===== config.mk =====
export PLATFORM = sky130hd
export DESIGN_NAME = usartTop
export DESIGN_NICKNAME = d
export VERILOG_FILES = /design/src/source/usartRegPkg.sv /design/src/source/serialFramePkg.sv /design/src/source/usartControl.sv /design/src/source/usartTransmitter.sv /design/src/source/usartReceiver.sv /design/src/source/usartTop.sv
export VERILOG_INCLUDE_DIRS = /design/src /design/src/source
export SDC_FILE = /design/constraint.sdc
export NUM_CORES = 1
export LEC_CHECK = 0
export BUFFER_PORTS_ARGS = -buffer_cell sky130_fd_sc_hd__buf_2
export CORE_MARGIN = 2
export CORE_UTILIZATION = 32
export CTS_CLUSTER_DIAMETER = 80
export DETAILED_ROUTE_END_ITERATION = 7
export GPL_TIMING_DRIVEN = 1
export SYNTH_ARGS = -nofsm -noshare
export SYNTH_HDL_FRONTEND = slang
export SYNTH_SLANG_ARGS = --single-unit

===== constraint.sdc =====
create_clock -name RESET_Internal -period 3.3 [get_ports RESET_Internal]
set_clock_uncertainty 0.15 [all_clocks]
set_input_delay 0.66 -clock RESET_Internal [delete_from_list [all_inputs] [get_ports RESET_Internal]]
set_output_delay 0.66 -clock RESET_Internal [all_outputs]
set_load 0.01 [all_outputs]

===== src/source/usart_defs.svh =====
// Widths and bit-timing constants shared by the whole USART
// Pulled in by both packages, so RTL files see them through the package types
`ifndef USART_DEFS_SVH
`define USART_DEFS_SVH

// ******************************
// Widths
// ******************************

// CPU bus width, also the widest character
`define USART_DATA_W 8

// Tick counter width, wide enough for the 64x divisor
`define USART_TICK_W 7

// ******************************
// Bit timing in ticks
// ******************************

// Last tick index of one bit for each baud factor
`define USART_DIV_1X  0
`define USART_DIV_16X 15
`define USART_DIV_64X 63

// Mid-bit tick index, used to verify the start bit and to time a half stop bit
`define USART_HALF_16X 7
`define USART_HALF_64X 31

`endif


===== src/source/usartRegPkg.sv =====
// Types of the CPU-side register file
// Imported by every USART module that handles bus data or the control phase
`include "usart_defs.svh"

package usartRegPkg;

  // One bus byte, also used for buffers and characters
  typedef logic [`USART_DATA_W-1:0] usartData;

  // After reset the first control write is a mode byte, every later one is a command
  typedef enum logic
  {
    awaitMode,     // Next control write loads the mode register
    awaitCommand   // Next control write is a command
  } ctrlPhase;

endpackage


===== src/source/serialFramePkg.sv =====
// Types describing the asynchronous line frame and its bit timing
// The divisor functions map a baud factor onto the tick constants of the defs header
`include "usart_defs.svh"

package serialFramePkg;

  // 0 selects 5 data bits, 3 selects 8 data bits
  typedef logic [1:0] charLength;

  // Encoding matches mode bits 1..0
  typedef enum logic [1:0] {factorSync, factor1x, factor16x, factor64x} baudFactor;

  // Encoding matches mode bits 7..6
  typedef enum logic [1:0] {stopInvalid, stopOne, stopOneHalf, stopTwo} stopBits;

  typedef logic [`USART_TICK_W-1:0] tickCount;  // Ticks within one bit
  typedef logic [2:0]               bitIndex;   // Data bit position

  typedef enum logic [2:0] {lineIdle, lineStart, lineData, lineParity, lineStop} frameState;

  // ******************************
  // Bit timing helpers
  // ******************************

  // Last tick index of a full bit, sync mode is not supported and runs as 1x
  function automatic tickCount bitDivisor(input baudFactor factor);
    case (factor)
      factor16x: return tickCount'(`USART_DIV_16X);
      factor64x: return tickCount'(`USART_DIV_64X);
      default:   return tickCount'(`USART_DIV_1X);
    endcase
  endfunction

  // Mid-bit tick index
  // At 1x there is no half bit so a single tick is used
  function automatic tickCount halfDivisor(input baudFactor factor);
    case (factor)
      factor16x: return tickCount'(`USART_HALF_16X);
      factor64x: return tickCount'(`USART_HALF_64X);
      default:   return tickCount'(`USART_DIV_1X);
    endcase
  endfunction

endpackage


===== src/source/usartControl.sv =====
// CPU side of the USART with bus decode, mode and command registers and status
// Feeds the transmitter with a buffered character and takes finished characters
// from the receiver, keeping the ready and error flags the CPU polls
`timescale 1ns/1ns

module usartControl (
  input  logic                      RESET_Internal,  // System clock
  input  logic                      CLK,             // Asynchronous reset, active high
  input  logic                      csN,
  input  logic                      rdN,
  input  logic                      wrN,
  input  logic                      cd,              // High selects control or status
  input  usartRegPkg::usartData     dataIn,
  output usartRegPkg::usartData     dataOut,
  input  logic                      dsrN,
  input  logic                      ctsN,
  output logic                      txRdy,
  output logic                      rxReady,
  output logic                      rtsN,
  output logic                      dtrN,
  output logic                      txRequest,       // Held until the transmitter answers
  output usartRegPkg::usartData     txChar,
  input  logic                      txTaken,
  input  logic                      txEmpty,
  output logic                      sendBreak,
  input  logic                      rxDone,
  input  usartRegPkg::usartData     rxChar,
  input  logic                      frameErr,
  input  logic                      parityErr,
  output logic                      parityEnable,
  output logic                      parityEven,
  output serialFramePkg::charLength frameLength,
  output serialFramePkg::baudFactor frameFactor,
  output serialFramePkg::stopBits   frameStop
);
  import usartRegPkg::*;
  import serialFramePkg::*;

  logic     wrActive;       // Chip selected with write strobe low
  logic     wrLast;
  logic     wrEdge;         // First cycle of a write
  logic     rdActive;
  logic     rdLast;
  logic     dataReadEdge;   // First cycle of a receive buffer read
  logic     cmdWrite;       // Control write that lands in the command register
  ctrlPhase phase;
  usartData txBuffer;
  usartData rxBuffer;
  usartData status;
  logic     txBufferEmpty;
  logic     txEnable;
  logic     rxEnable;
  logic     frameErrFlag;
  logic     overrunFlag;
  logic     parityErrFlag;

  assign wrActive     = ~csN & ~wrN;
  assign wrEdge       = wrActive & ~wrLast;
  assign rdActive     = ~csN & ~rdN;
  assign dataReadEdge = rdActive & ~rdLast & ~cd;
  assign cmdWrite     = wrEdge & cd & (phase == awaitCommand);

  always_ff @(posedge RESET_Internal or posedge CLK)
  begin
    if (CLK)
    begin
      wrLast <= 1'b0;
      rdLast <= 1'b0;
    end
    else
    begin
      wrLast <= wrActive;
      rdLast <= rdActive;
    end
  end

  // ******************************
  // Mode and command registers
  // ******************************

  always_ff @(posedge RESET_Internal or posedge CLK)
  begin
    if (CLK)
    begin
      phase        <= awaitMode;
      stopSelectDefaults();
      rtsN         <= 1'b1;
      dtrN         <= 1'b1;
      sendBreak    <= 1'b0;
      rxEnable     <= 1'b0;
      txEnable     <= 1'b0;
    end
    else if (wrEdge && cd && phase == awaitMode)
    begin
      frameStop    <= stopBits'(dataIn[7:6]);
      parityEven   <= dataIn[5];
      parityEnable <= dataIn[4];
      frameLength  <= dataIn[3:2];
      frameFactor  <= baudFactor'(dataIn[1:0]);
      phase        <= awaitCommand;        // Everything after the mode byte is a command
    end
    else if (cmdWrite && dataIn[6])        // Internal reset drops back to the mode phase
    begin
      phase     <= awaitMode;
      rtsN      <= 1'b1;
      dtrN      <= 1'b1;
      sendBreak <= 1'b0;
      rxEnable  <= 1'b0;
      txEnable  <= 1'b0;
    end
    else if (cmdWrite)
    begin
      rtsN      <= ~dataIn[5];             // A set bit pulls the modem line low
      sendBreak <= dataIn[3];
      rxEnable  <= dataIn[2];
      dtrN      <= ~dataIn[1];
      txEnable  <= dataIn[0];
    end
  end

  // Mode fields come up as 8 bits, no parity, one stop bit at 1x
  task automatic stopSelectDefaults();
    frameStop    <= stopOne;
    parityEven   <= 1'b0;
    parityEnable <= 1'b0;
    frameLength  <= 2'd3;
    frameFactor  <= factor1x;
  endtask

  // ******************************
  // Flags and buffers
  // ******************************

  always_ff @(posedge RESET_Internal or posedge CLK)
  begin
    if (CLK)
    begin
      txBufferEmpty <= 1'b1;
      rxReady       <= 1'b0;
      frameErrFlag  <= 1'b0;
      overrunFlag   <= 1'b0;
      parityErrFlag <= 1'b0;
    end
    else
    begin
      if (wrEdge && !cd)
        txBufferEmpty <= 1'b0;             // A new write wins over a take in the same cycle
      else if (txTaken)
        txBufferEmpty <= 1'b1;
      if (rxDone && rxEnable)
        rxReady <= 1'b1;
      else if (dataReadEdge)
        rxReady <= 1'b0;
      if (cmdWrite && !dataIn[6] && dataIn[4])
      begin
        frameErrFlag  <= 1'b0;             // Error reset clears all three sticky flags
        overrunFlag   <= 1'b0;
        parityErrFlag <= 1'b0;
      end
      else if (rxDone)
      begin
        frameErrFlag  <= frameErrFlag | frameErr;
        parityErrFlag <= parityErrFlag | parityErr;
        overrunFlag   <= overrunFlag | rxReady;  // Previous character was never read
      end
    end
  end

  always_ff @(posedge RESET_Internal)
  begin
    if (wrEdge && !cd)
      txBuffer <= dataIn;
    if (rxDone)
      rxBuffer <= rxChar;                  // Overrun keeps the newest character
  end

  // Bit 6 would be sync detect and always reads zero here
  assign status = {~dsrN, 1'b0, frameErrFlag, overrunFlag, parityErrFlag,
                   txEmpty, rxReady, txBufferEmpty};

  assign dataOut   = rdActive ? (cd ? status : rxBuffer) : '0;
  assign txChar    = txBuffer;
  assign txRequest = ~txBufferEmpty & txEnable & ~ctsN;
  assign txRdy     = txBufferEmpty & txEnable & ~ctsN;

endmodule


===== src/source/usartTransmitter.sv =====
// Transmit datapath that turns one buffered character into an async frame on txd
// Steps only on txTick and answers the control module with a one-cycle txTaken
`timescale 1ns/1ns

module usartTransmitter (
  input  logic                      RESET_Internal,  // System clock
  input  logic                      CLK,             // Asynchronous reset, active high
  input  logic                      txTick,
  input  logic                      txRequest,
  input  usartRegPkg::usartData     txChar,
  input  logic                      sendBreak,
  input  logic                      parityEnable,
  input  logic                      parityEven,
  input  serialFramePkg::charLength frameLength,
  input  serialFramePkg::baudFactor frameFactor,
  input  serialFramePkg::stopBits   frameStop,
  output logic                      txd,
  output logic                      txEmpty,
  output logic                      txTaken
);
  import usartRegPkg::*;
  import serialFramePkg::*;

  frameState state;
  tickCount  tickCnt;
  tickCount  bitDiv;        // Last tick of a full bit
  tickCount  segmentDiv;    // Last tick of the bit or stop segment being sent
  bitIndex   bitCnt;
  bitIndex   lastBit;
  usartData  shiftReg;      // Data goes out from bit 0
  logic      parityAcc;
  logic      stopSecond;    // Second stop segment is running
  logic      bitEnd;

  assign bitDiv     = bitDivisor(frameFactor);
  assign segmentDiv = (stopSecond && frameStop == stopOneHalf) ? halfDivisor(frameFactor)
                                                                : bitDiv;
  assign lastBit    = bitIndex'(frameLength) + 3'd4;
  assign bitEnd     = txTick && (tickCnt == segmentDiv);

  always_ff @(posedge RESET_Internal or posedge CLK)
  begin
    if (CLK)
    begin
      state      <= lineIdle;
      tickCnt    <= '0;
      bitCnt     <= '0;
      stopSecond <= 1'b0;
      txd        <= 1'b1;                  // Line idles high
      txEmpty    <= 1'b1;
      txTaken    <= 1'b0;
    end
    else
    begin
      txTaken <= 1'b0;
      if (txTick)
      begin
        tickCnt <= bitEnd ? '0 : tickCnt + 1'b1;
        case (state)
          lineIdle:
          begin
            txd        <= ~sendBreak;      // Break only shows between frames
            txEmpty    <= ~txRequest;
            tickCnt    <= '0;
            bitCnt     <= '0;
            stopSecond <= 1'b0;
            if (txRequest)
            begin
              txTaken <= 1'b1;
              state   <= lineStart;
            end
          end
          lineStart:
          begin
            txd <= 1'b0;
            if (bitEnd)
              state <= lineData;
          end
          lineData:
          begin
            txd <= shiftReg[0];
            if (bitEnd)
            begin
              bitCnt <= bitCnt + 1'b1;
              if (bitCnt == lastBit)
                state <= parityEnable ? lineParity : lineStop;
            end
          end
          lineParity:
          begin
            txd <= parityAcc;
            if (bitEnd)
              state <= lineStop;
          end
          lineStop:
          begin
            txd <= 1'b1;
            // 1.5 and 2 stop settings run a second segment, anything else is one bit
            if (bitEnd && !stopSecond && (frameStop == stopOneHalf || frameStop == stopTwo))
              stopSecond <= 1'b1;
            else if (bitEnd)
              state <= lineIdle;
          end
          default: state <= lineIdle;
        endcase
      end
    end
  end

  // Seeding with the inverse of the even flag turns the running XOR into the parity bit
  always_ff @(posedge RESET_Internal)
  begin
    if (txTick && state == lineIdle && txRequest)
    begin
      shiftReg  <= txChar;
      parityAcc <= ~parityEven;
    end
    else if (bitEnd && state == lineData)
    begin
      shiftReg  <= shiftReg >> 1;
      parityAcc <= parityAcc ^ shiftReg[0];
    end
  end

endmodule


===== src/source/usartReceiver.sv =====
// Receive datapath that recovers async frames from rxd
// Synchronises the line, finds the start bit and samples once per bit on rxTick
// Each finished frame is reported with a one-cycle rxDone and its error bits
`timescale 1ns/1ns

module usartReceiver (
  input  logic                      RESET_Internal,  // System clock
  input  logic                      CLK,             // Asynchronous reset, active high
  input  logic                      rxTick,
  input  logic                      rxd,
  input  logic                      parityEnable,
  input  logic                      parityEven,
  input  serialFramePkg::charLength frameLength,
  input  serialFramePkg::baudFactor frameFactor,
  output logic                      rxDone,
  output usartRegPkg::usartData     rxChar,
  output logic                      frameErr,
  output logic                      parityErr
);
  import usartRegPkg::*;
  import serialFramePkg::*;

  logic      rxdMeta;
  logic      rxdSync;       // Line after two flops
  frameState state;
  tickCount  tickCnt;
  bitIndex   bitCnt;
  bitIndex   lastBit;
  usartData  rxShift;
  logic      parityAcc;
  logic      bitEnd;        // Sample point of a data, parity or stop bit
  logic      midStart;      // Mid-point of the start bit

  assign bitEnd   = rxTick && (tickCnt == bitDivisor(frameFactor));
  assign midStart = rxTick && (tickCnt == halfDivisor(frameFactor));
  assign lastBit  = bitIndex'(frameLength) + 3'd4;
  assign rxChar   = rxShift;

  // Both flops come out of reset high so no false start is seen
  always_ff @(posedge RESET_Internal or posedge CLK)
  begin
    if (CLK)
    begin
      rxdMeta <= 1'b1;
      rxdSync <= 1'b1;
    end
    else
    begin
      rxdMeta <= rxd;
      rxdSync <= rxdMeta;
    end
  end

  // ******************************
  // Frame state machine
  // ******************************

  always_ff @(posedge RESET_Internal or posedge CLK)
  begin
    if (CLK)
    begin
      state     <= lineIdle;
      tickCnt   <= '0;
      bitCnt    <= '0;
      rxDone    <= 1'b0;
      frameErr  <= 1'b0;
      parityErr <= 1'b0;
    end
    else
    begin
      rxDone <= 1'b0;
      if (rxTick)
      begin
        tickCnt <= tickCnt + 1'b1;
        case (state)
          lineIdle:
          begin
            tickCnt   <= '0;
            bitCnt    <= '0;
            parityErr <= 1'b0;             // Stays clear when parity is off
            if (!rxdSync)                  // At 1x there is no time to verify the start bit
              state <= (frameFactor == factor16x || frameFactor == factor64x) ? lineStart
                                                                              : lineData;
          end
          lineStart:
          begin
            if (midStart)
            begin
              tickCnt <= '0;               // Later samples land at the middle of each bit
              state   <= rxdSync ? lineIdle : lineData;
            end
          end
          lineData:
          begin
            if (bitEnd)
            begin
              tickCnt <= '0;
              bitCnt  <= bitCnt + 1'b1;
              if (bitCnt == lastBit)
                state <= parityEnable ? lineParity : lineStop;
            end
          end
          lineParity:
          begin
            if (bitEnd)
            begin
              tickCnt   <= '0;
              parityErr <= rxdSync != parityAcc;
              state     <= lineStop;
            end
          end
          lineStop:
          begin
            if (bitEnd)                    // Only the first stop bit is checked
            begin
              tickCnt  <= '0;
              rxDone   <= 1'b1;
              frameErr <= ~rxdSync;
              state    <= lineIdle;
            end
          end
          default: state <= lineIdle;
        endcase
      end
    end
  end

  // Shorter characters leave the upper bits at zero
  always_ff @(posedge RESET_Internal)
  begin
    if (rxTick && state == lineIdle)
    begin
      rxShift   <= '0;
      parityAcc <= ~parityEven;            // Expected parity bit once all data is in
    end
    else if (bitEnd && state == lineData)
    begin
      rxShift[bitCnt] <= rxdSync;
      parityAcc       <= parityAcc ^ rxdSync;
    end
  end

endmodule


===== src/source/usartTop.sv =====
// Top level of the USART with the control module and both line datapaths
// Exposes the CPU bus, the tick enables and the modem lines
`timescale 1ns/1ns

module usartTop (
  input  logic                  RESET_Internal,  // System clock
  input  logic                  CLK,             // Asynchronous reset, active high
  input  logic                  csN,
  input  logic                  rdN,
  input  logic                  wrN,
  input  logic                  cd,
  input  usartRegPkg::usartData dataIn,
  output usartRegPkg::usartData dataOut,
  input  logic                  txTick,          // One pulse per transmit clock
  input  logic                  rxTick,          // One pulse per receive clock
  input  logic                  rxd,
  output logic                  txd,
  output logic                  txRdy,
  output logic                  txEmpty,
  output logic                  rxReady,
  input  logic                  dsrN,
  input  logic                  ctsN,
  output logic                  rtsN,
  output logic                  dtrN
);
  import usartRegPkg::*;
  import serialFramePkg::*;

  // Handshake between control and the transmitter
  logic      txRequest;
  logic      txTaken;
  usartData  txChar;
  logic      sendBreak;
  // Finished characters from the receiver
  logic      rxDone;
  usartData  rxChar;
  logic      frameErr;
  logic      parityErr;
  // Frame format from the mode register
  logic      parityEnable;
  logic      parityEven;
  charLength frameLength;
  baudFactor frameFactor;
  stopBits   frameStop;

  usartControl ctrl (
    .RESET_Internal(RESET_Internal), .CLK(CLK),
    .csN(csN), .rdN(rdN), .wrN(wrN), .cd(cd),
    .dataIn(dataIn), .dataOut(dataOut),
    .dsrN(dsrN), .ctsN(ctsN),
    .txRdy(txRdy), .rxReady(rxReady), .rtsN(rtsN), .dtrN(dtrN),
    .txRequest(txRequest), .txChar(txChar), .txTaken(txTaken), .txEmpty(txEmpty),
    .sendBreak(sendBreak),
    .rxDone(rxDone), .rxChar(rxChar), .frameErr(frameErr), .parityErr(parityErr),
    .parityEnable(parityEnable), .parityEven(parityEven),
    .frameLength(frameLength), .frameFactor(frameFactor), .frameStop(frameStop)
  );

  usartTransmitter tx (
    .RESET_Internal(RESET_Internal), .CLK(CLK), .txTick(txTick),
    .txRequest(txRequest), .txChar(txChar), .sendBreak(sendBreak),
    .parityEnable(parityEnable), .parityEven(parityEven),
    .frameLength(frameLength), .frameFactor(frameFactor), .frameStop(frameStop),
    .txd(txd), .txEmpty(txEmpty), .txTaken(txTaken)
  );

  usartReceiver rx (
    .RESET_Internal(RESET_Internal), .CLK(CLK), .rxTick(rxTick), .rxd(rxd),
    .parityEnable(parityEnable), .parityEven(parityEven),
    .frameLength(frameLength), .frameFactor(frameFactor),
    .rxDone(rxDone), .rxChar(rxChar), .frameErr(frameErr), .parityErr(parityErr)
  );

endmodule


* Yosys cells after proc, flatten, opt, wreduce, memory -nomap -nowiden *
Cells that the tools add are included.

cells by class
  add/sub/neg operators = 5
  $lt $le $gt $ge = 2
  eq/ne operators = 32
  muxes and demuxes = 74
  bitwise operators = 33
  reduce and logical (&&, ||, !) cells = 49

operators with widths
  operator                                        number
  two-way mux 3 bit                               16
  two-way mux 1 bit                               35
  two-way mux 8 bit                               4
  one-hot mux 3 bit (5 select lines)              2
  two-way mux 7 bit                               4
  != test 2 x 1 -> 1 bit (second input constant)  12
  nonzero test 2 bit                              11
  one-hot mux 7 bit (3 select lines)              1
  logical AND 1 bit                               19
  inverter 1 bit                                  17
  AND reduction 3 bit                             5
  adder 7 x 1 -> 7 bit (second input constant)    2
  == test 3 x 2 -> 1 bit (second input constant)  4
  one-hot mux 3 bit (2 select lines)              2
  one-hot mux 6 bit (2 select lines)              1
  AND 1 bit                                       11
  one-hot mux 5 bit (2 select lines)              1
  bitwise mux 8 bit                               1
  == test 2 bit (second input constant)           4
  AND reduction 8 bit                             1
  == test 7 x 5 -> 1 bit                          1
  == test 7 x 6 -> 1 bit                          1
  == test 7 bit                                   1
  AND reduction 7 bit                             1
  22 further kinds                                38

word-level totals
  register bits = 90

* Logic depth before layout (Yosys ltp) *
Gate-level depths: netlist (run 1).

  depth in word-level cells = 9
  gate-level depth with buffers = 9
  depth with buffers taken out = 6

* Modules after synthesis *
A second synthesis (run 1) with hierarchy kept.

second synthesis, totals
  cells, all modules = 385
  area total of the unflattened synthesis = 4389.2 um2

by module, submodules not included
  module            instances  cells an instance  area each (um2)  seq. area each (um2)
  usartTransmitter  1          130                1493.9           698.2
  usartReceiver     1          151                1448.9           643.1
  usartControl      1          104                1446.4           1014.7

* Worst setup path after synthesis (run 1) *
OpenSTA, ideal clock, no wires.

  path type = register to register
  start point = reg ctrl.frameFactor[0]
  end point = reg tx.parityAcc (enable)
  arrival = 2.207 ns
  required time = 2.763 ns
  slack = 0.555 ns
  cell stages (with the launch flop) = 7
  path buffers = 1
  clock period less this slack = 2.745 ns
  cell sequence = dfstp_2 > buf_6 > and4bb_1 > o21ai_0 > nor4b_1 > nand2_1 > o21ai_0

on the way
  word-level cells in the longest chain between the ends = 7
  elaborated cells on any way between the ends = 9

RTL lines
  what                                                                                             RTL line                                    text
  start: declaration                                                                               usartControl.sv:33                          output serialFramePkg::baudFactor frameFactor,
  start signal: assignment                                                                         usartControl.sv:99                          frameFactor <= baudFactor'(dataIn[1:0]);
  == test 2 bit                                                                                    serialFramePkg.sv:27, serialFramePkg.sv:37
  one-hot mux 6 bit (2 select lines) / one-hot mux 5 bit (2 select lines) (equally long branches)  serialFramePkg.sv:27, serialFramePkg.sv:37
  two-way mux 6 bit (*)                                                                            usartTransmitter.sv:36                      assign segmentDiv = (stopSecond && frameStop == stopOneHalf) ? halfDivisor(frameFactor)
  == test 7 bit (*)                                                                                usartTransmitter.sv:39                      assign bitEnd = txTick && (tickCnt == segmentDiv);
  logical AND 1 bit (*)                                                                            usartTransmitter.sv:39
  logical AND 1 bit (*)                                                                            usartTransmitter.sv:118                     else if (bitEnd && state == lineData)
  nonzero test 2 bit (no line) (*)                                                                 n/a
  end signal: assignment                                                                           usartTransmitter.sv:116                     parityAcc <= ~parityEven;
  end signal: assignment                                                                           usartTransmitter.sv:121                     parityAcc <= parityAcc ^ shiftReg[0];
  end: declaration                                                                                 usartTransmitter.sv:31                      logic parityAcc;

Every way passes the cells marked *; elsewhere a longest branch is shown, timed or not.
A chain may end at the register's enable or synchronous reset.

* Final worst setup path (run 1) *
  start point = reg ctrl.frameFactor[0]
  end point = reg tx.shiftReg[5] (enable)

on the way
  word-level cells in the longest chain between the ends = 7
  elaborated cells on any way between the ends = 9

RTL lines
  what                                                                                             RTL line                                    text
  == test 2 bit                                                                                    serialFramePkg.sv:27, serialFramePkg.sv:37
  one-hot mux 6 bit (2 select lines) / one-hot mux 5 bit (2 select lines) (equally long branches)  serialFramePkg.sv:27, serialFramePkg.sv:37
  two-way mux 6 bit (*)                                                                            usartTransmitter.sv:36
  == test 7 bit (*)                                                                                usartTransmitter.sv:39
  logical AND 1 bit (*)                                                                            usartTransmitter.sv:39
  logical AND 1 bit (*)                                                                            usartTransmitter.sv:118
  nonzero test 2 bit (no line) (*)                                                                 n/a
  end signal: assignment                                                                           usartTransmitter.sv:115                     shiftReg <= txChar;
  end signal: assignment                                                                           usartTransmitter.sv:120                     shiftReg <= shiftReg >> 1;
  end: declaration                                                                                 usartTransmitter.sv:30                      usartData shiftReg;

Marked as above.

==> results.cfg, run 1 <==
[logic_synthesis]
ys_warn_count = 0
synth_edf_count = 26
ys_seq_area_share_pct = 53.92
synth.distinct_cells = 62
synthCells = 404
synthArstFlopShare_pct = 62.22
avgSynthCellArea_um2 = 10.81
synth_area_um2 = 4369
syn-num-nets = 427
synth_seq_cells = 90
ys.flop_type = dfrtp_1

[setup_path]
critical_path_peak_fanout = 9
r2r-end = tx.shiftReg[5]
endpoint_kind = flip-flop
arrival_ns = 2.71
crit_chain = nand2_2 > o21a_1 > nor4b_1 > nand2_1 > o21ai_1
critPathRequiredTime_ns = 3.13
crit_family = compound AO/OA/AOI/OAI gates
r2r_start = ctrl.frameFactor[0]
ff2ff_path_depth = 5
r2r_slack_ns = 0.41
cp_num_buf_inv = 0
slowest_delay_ns = 0.68
critPathSlowestCell = o21ai_1
setup.worst_path.start_class = flip-flop
path_class = reg -> reg

[detailed_routing]
met1Wirelength_um = 4272
routed_via_density = 4.952
ant_nets = 0
drt-total-wl_um = 8938
drt-initial-drc-count = 303
met3_length_um = 254
vias = 3016
drc = 0
wl_per_cell_um = 14.68
maxUsedRoutingLayer = met4
firstDrtPassIters = 4
dr_wl_met2_um = 4308

[sta]
timing.fmax_mhz = 346.4
rsz0062_at_grt = no
finalCritPeriodShare_pct = 87.48
post-route-min-period_ns = 2.887
finalSetupViolCount = 0
finalHoldViolCount = 0
setup_ws_ns = 0.4131
finalMaxSlewViolations = 0
max_slew_margin_pct = 42.23
timing.setup.tns_ns = 0
max_slew.worst_pin.slew_ns = 0.8654

[clock_tree]
cts_tree = done
cts_htree_levels = 3
cts.sinks = 90
cts_setup_buffers = 0
cts_buffer_depth = 2
cts_buffers = 9
root_buffer = clkbuf_16
clkTransAtPathRegs_ns = 0.07
clk_latency_ns = 0.34
holdBufCountCts = 0

[floorplan]
die_x_um = 120.9
core_um2 = 13300
dieArea_um2 = 14600
initial_utilization_pct = 32.86
row_count = 42
io_pins = 33
fp.dieH_um = 120.9

[grt]
antenna_found_initial = 0
grt_pass1_wl_um = 15400
grt_max_degree = 43
groute.usage.overall_pct = 13.32
grt_pass1_vias = 3036
grt_overflow = 0

[finish]
drive_gt1_share_pct = 22.17
final_cell_mix = 52 x nor2_1, 45 x dfrtp_1, 33 x nand2_1
seqCellArea_um2 = 2356
syn_to_final_growth_pct = 13.49
diodes = 0
num-fill-cells = 1294
multi_input_area_um2 = 1832
final_common_cell = nor2_1
layout.nets = 451

[power_and_ir_drop]
p_sw_share_pct = 34.76
vdd_ir_drop_max_uv = 257.5
power_switching_mw = 1.246
power.leakage_nw = 2.137
comb_power_share_pct = 24.0
seqPwrFrac_pct = 47.2
p_per_area_nw_per_um2 = 722.8
power.internal_mw = 2.338
p_clk_share_pct = 28.7

[hold_path]
min-delay-start = rx.rxdMeta
holdPathEnd = rx.rxdSync
holdPathStages = 0
hold_class = reg -> reg

[place]
hpwl_um = 6370
port_buffers = 32
gp_congestion = 0.7686
pre_cts_ws_ns = 0.05343

[flow_run]
maxCapViolCount = 0

[run_status]
status = completed
==> worst max path at each step <==
stage                                    from              to  slack [ns]  cells after the start
after floorplan           ctrl.frameFactor[0]    tx.parityAcc        0.56                      6
after global placement    ctrl.frameFactor[0]  tx.shiftReg[1]        0.23                      5
after detailed placement  ctrl.frameFactor[0]  tx.shiftReg[2]        0.05                      5
after CTS                 ctrl.frameFactor[0]  tx.shiftReg[5]        0.05                      5
after global routing      ctrl.frameFactor[0]  tx.shiftReg[5]        0.12                      5
final                     ctrl.frameFactor[0]  tx.shiftReg[5]        0.41                      5
==> routing by layer <==
layer  up-vias  global-route usage, %
met2        39                  21.35
met1      1474                  17.82
met5         -                      0
met3         9                  3.008
li1       1494                      -
met4         0                  4.360
==> repair_timing <==
item                                   4_1_cts  5_1_grt
endpoints found under the hold margin        0        0
resized for setup                            0        1
setup endpoints to repair                    0        9
==> synthesized netlist by cell type, types with 5 or more instances <==
| library cell | count | area [um^2] |
|---|---|---|
| edfxtp_1 | 26 | 780.8 |
| nand2_1 | 33 | 123.9 |
| nand4b_1 | 5 | 43.79 |
| xnor2_1 | 6 | 52.55 |
| dfxtp_1 | 8 | 160.2 |
| mux2i_1 | 20 | 200.2 |
| dfrtp_1 | 45 | 1126 |
| clkbuf_1 | 13 | 48.80 |
| nor3_1 | 11 | 55.05 |
| dfstp_2 | 11 | 289.0 |
| xor2_1 | 9 | 78.83 |
| nand2b_1 | 5 | 31.28 |
| o31ai_1 | 5 | 37.54 |
| o21ai_0 | 21 | 105.1 |
| nor2_1 | 52 | 195.2 |
| a21oi_1 | 7 | 35.03 |
| nand3_1 | 12 | 60.06 |
| inv_1 | 13 | 48.80 |
| mux2_2 | 20 | 225.2 |
==> flip-flops by register name (all words and copies together) (netlist names), 3 cells and up <==
register,cells
tx.tickCnt,7
tx.shiftReg,8
tx.state,3
ctrl.txChar,8
ctrl.rxBuffer,8
rx.tickCnt,7
rx.bitCnt,3
rx.rxChar,8
rx.state,3
tx.bitCnt,3
==> power groups by stage <==
stage                     registers (mW)  clock network (mW)  logic (mW)
after CTS                           1.69                1.06       0.870
after floorplan                     1.54                   0       0.810
after global placement              1.69                   0       0.854
after detailed placement            1.71                   0       0.869
final                               1.69                1.03       0.862
after global routing                1.73                1.11       0.995
==> logic make-up (layout without fill, tap and decap cells) <==
family                   after synthesis  after routing  share of synthesized area (%)
AND/OR/NAND/NOR                      160            160                          18.99
flip-flops                            90             90                          53.92
AO/OA/AOI/OAI                         59             59                          8.906
multiplexers                          40             40                          9.737
buffers and inverters                 36             65                          4.296
XOR/XNOR                              15             15                          3.007
adder cells (fa/ha/maj)                4              4                          1.146
==> through the flow <==
step	cell area (um^2)	hold WS (ns)	total power [mW]	cells	utilization, %
after global routing	4959	0.2163	3.841	609	37.30
after detailed placement	4647	0.1982	2.577	593	34.95
after global placement	4647	0.1971	2.547	593	34.95
after floorplan	4369	0.1952	2.350	404	-
after CTS	4959	0.2081	3.618	609	37.30
final	4959	0.2062	3.584	609	37.30
==> area by class of cell <==
| cell class | count | area share, % |
|---|---|---|
| Multi-Input combinational cell | 278 | 36.94 |
| Clock inverter | 7 | 1.741 |
| Sequential cell | 90 | 47.51 |
| Tap cell | 176 | 4.441 |
| Clock buffer | 9 | 4.542 |
| Timing Repair Buffer | 36 | 3.835 |
| Inverter | 13 | 0.9841 |
No activity file was read; power rests on OpenSTA's default activity.
==> run 2, diff against run 1 <==
--- a/config.mk
+++ b/config.mk
@@ -12,6 +12,7 @@
 export CTS_CLUSTER_DIAMETER = 80
 export DETAILED_ROUTE_END_ITERATION = 7
 export GPL_TIMING_DRIVEN = 1
+export HOLD_SLACK_MARGIN = 0.02
 export SYNTH_ARGS = -nofsm -noshare
 export SYNTH_HDL_FRONTEND = slang
 export SYNTH_SLANG_ARGS = --single-unit
==> constraint.sdc (replaced) <==
create_clock -name RESET_Internal -period 3.68 [get_ports RESET_Internal]
set_clock_uncertainty 0.15 [all_clocks]
set_input_delay 0.736 -clock RESET_Internal [delete_from_list [all_inputs] [get_ports RESET_Internal]]
set_output_delay 0.736 -clock RESET_Internal [all_outputs]
set_load 0.01 [all_outputs]
==> run 2 against run 1 <==
Effect of this change:
- core utilization decreased by 0.17 points
- wire length decreased by 0.41%
- register-to-register slack improved by 0.64 ns
- power decreased by 11%
- sequential share of layout area increased by 0.22 points
- fmax increased by 9.7%
- critical path depth increased by 1
- clock power decreased by 12%
- clock-buffer cell count unchanged
- first-iteration DRC count decreased by 12%
- largest cell class unchanged
==> results.cfg, run 2 (same netlist as run 1, synthesis figures left out) <==
[sta]
rsz0062_at_grt = no
hold_ws_ns = 0.2064
timing.fmax_mhz = 380.0
finalHoldViolCount = 0
max_slew_margin_pct = 55.88
finalCritPeriodShare_pct = 71.52
setup_ws_ns = 1.048
finalMaxSlewViolations = 0
max_slew.worst_pin.slew_ns = 0.6594
finalSetupViolCount = 0
timing.setup.tns_ns = 0
post-route-min-period_ns = 2.632

[detailed_routing]
drt-initial-drc-count = 267
wl_per_cell_um = 14.62
drt-total-wl_um = 8901
ant_nets = 0
drc = 0
routed_via_density = 5.038
firstDrtPassIters = 4
vias = 3068

[setup_path]
critPathSlowestCell = dfstp_2
path_class = reg -> reg
critPathRequiredTime_ns = 3.58
crit_top_cell = o21ai_0
crit_chain = and4bb_1 > o21ai_0 > nor4b_1 > nand2_1 > o21ai_0 > buf_4
slowest_delay_ns = 0.63
critical_path_peak_fanout = 9
arrival_ns = 2.53
crit_family = simple AND/OR/NAND/NOR gates
endpoint_kind = flip-flop
cp_num_buf_inv = 1
setup.worst_path.start_class = flip-flop

[clock_tree]
cts_tree = done
clkTransAtPathRegs_ns = 0.07
root_buffer = clkbuf_16
cts.sinks = 90
cts_resized = 0
clk_latency_ns = 0.34
cts_buffers = 9
cts_setup_buffers = 0
cts_buffer_depth = 2
cts_htree_levels = 3
holdBufCountCts = 0

[finish]
post-route-util_pct = 37.13
layout.nets = 451
final_cell_mix = 52 x nor2_1, 45 x dfrtp_1, 33 x nand2_1
final_common_cell = nor2_1
drive_gt1_share_pct = 22.17
num-fill-cells = 1327
syn_to_final_growth_pct = 12.97
diodes = 0

[grt]
grt_pass1_wl_um = 15150
grt_max_degree = 30
antenna_found_initial = 0
groute.usage.overall_pct = 13.10
grt_overflow = 0
grt_pass1_vias = 2906

[floorplan]
initial_utilization_pct = 32.86
die_x_um = 120.9
fp.dieH_um = 120.9
dieArea_um2 = 14600
core_um2 = 13300
io_pins = 33
row_count = 42

[place]
gp_congestion = 0.8388
hpwl_um = 6239
pre_cts_ws_ns = 0.9353
port_buffers = 32

[power_and_ir_drop]
p_per_area_nw_per_um2 = 648.1
finalPower_mw = 3.199
power.leakage_nw = 2.125
vdd_ir_drop_max_uv = 267.7

[run_status]
status = completed

[hold_path]
hold_class = reg -> reg

[flow_run]
maxCapViolCount = 0
[run 2: changes by cell type in the layout (fill, tap and decap cells not counted)]
cell	before	now
clkinv_8	3	0
o21ai_1	2	1
clkinvlp_4	0	2
inv_8	1	2
inv_6	0	3
clkinv_4	3	0
o21ai_0	20	21
[run 2: final cells by class]
class | count | area, um^2 | area share, %
clock buffers | 9 | 225.2 | 4.563
repair buffers | 36 | 190.2 | 3.853
multi-input cells | 278 | 1832 | 37.11
inverters | 13 | 48.80 | 0.9886
clock inverters | 7 | 63.81 | 1.293
well taps | 176 | 220.2 | 4.461
flip-flops and latches | 90 | 2356 | 47.73
[run 2: worst paths after layout]
| check | from | endpoint | slack (ns) | cells after the start |
|---|---|---|---|---|
| max | ctrl.frameFactor[0] | tx.parityAcc | 1.05 | 6 |
| min | rx.rxdMeta | rx.rxdSync | 0.21 | 0 |
| max reg2reg | ctrl.frameFactor[0] | tx.parityAcc | 1.05 | 6 |
| min reg2reg | rx.rxdMeta | rx.rxdSync | 0.21 | 0 |
| max in group asynchronous | CLK | ctrl.frameLength[0] | 2.24 | 3 |
| min in group asynchronous | CLK | rx.tickCnt[3] | 0.31 | 2 |
[run 2: stage by stage]
| stage | area, um^2 | std cells |
|---|---|---|
| floorplan | 4369 | 404 |
| global placement | 4647 | 593 |
| detailed placement | 4647 | 593 |
| CTS | 4936 | 609 |
| global route | 4936 | 609 |
| finish | 4936 | 609 |
[run 2: power breakdown]
part / switching (mW) / internal [mW]
logic: 0.411 / 0.368
registers: 0.270 / 1.24
clock network: 0.431 / 0.475
total: 1.11 / 2.09
[run 2: layer usage]
metal  up-vias  GRT usage (%)  wire [um]
met1      1514          18.07       4248
li1       1498              -          -
met2        49          20.08       4243
met3         7          3.665        320
met4         0          3.779         89
met5         -              0          0
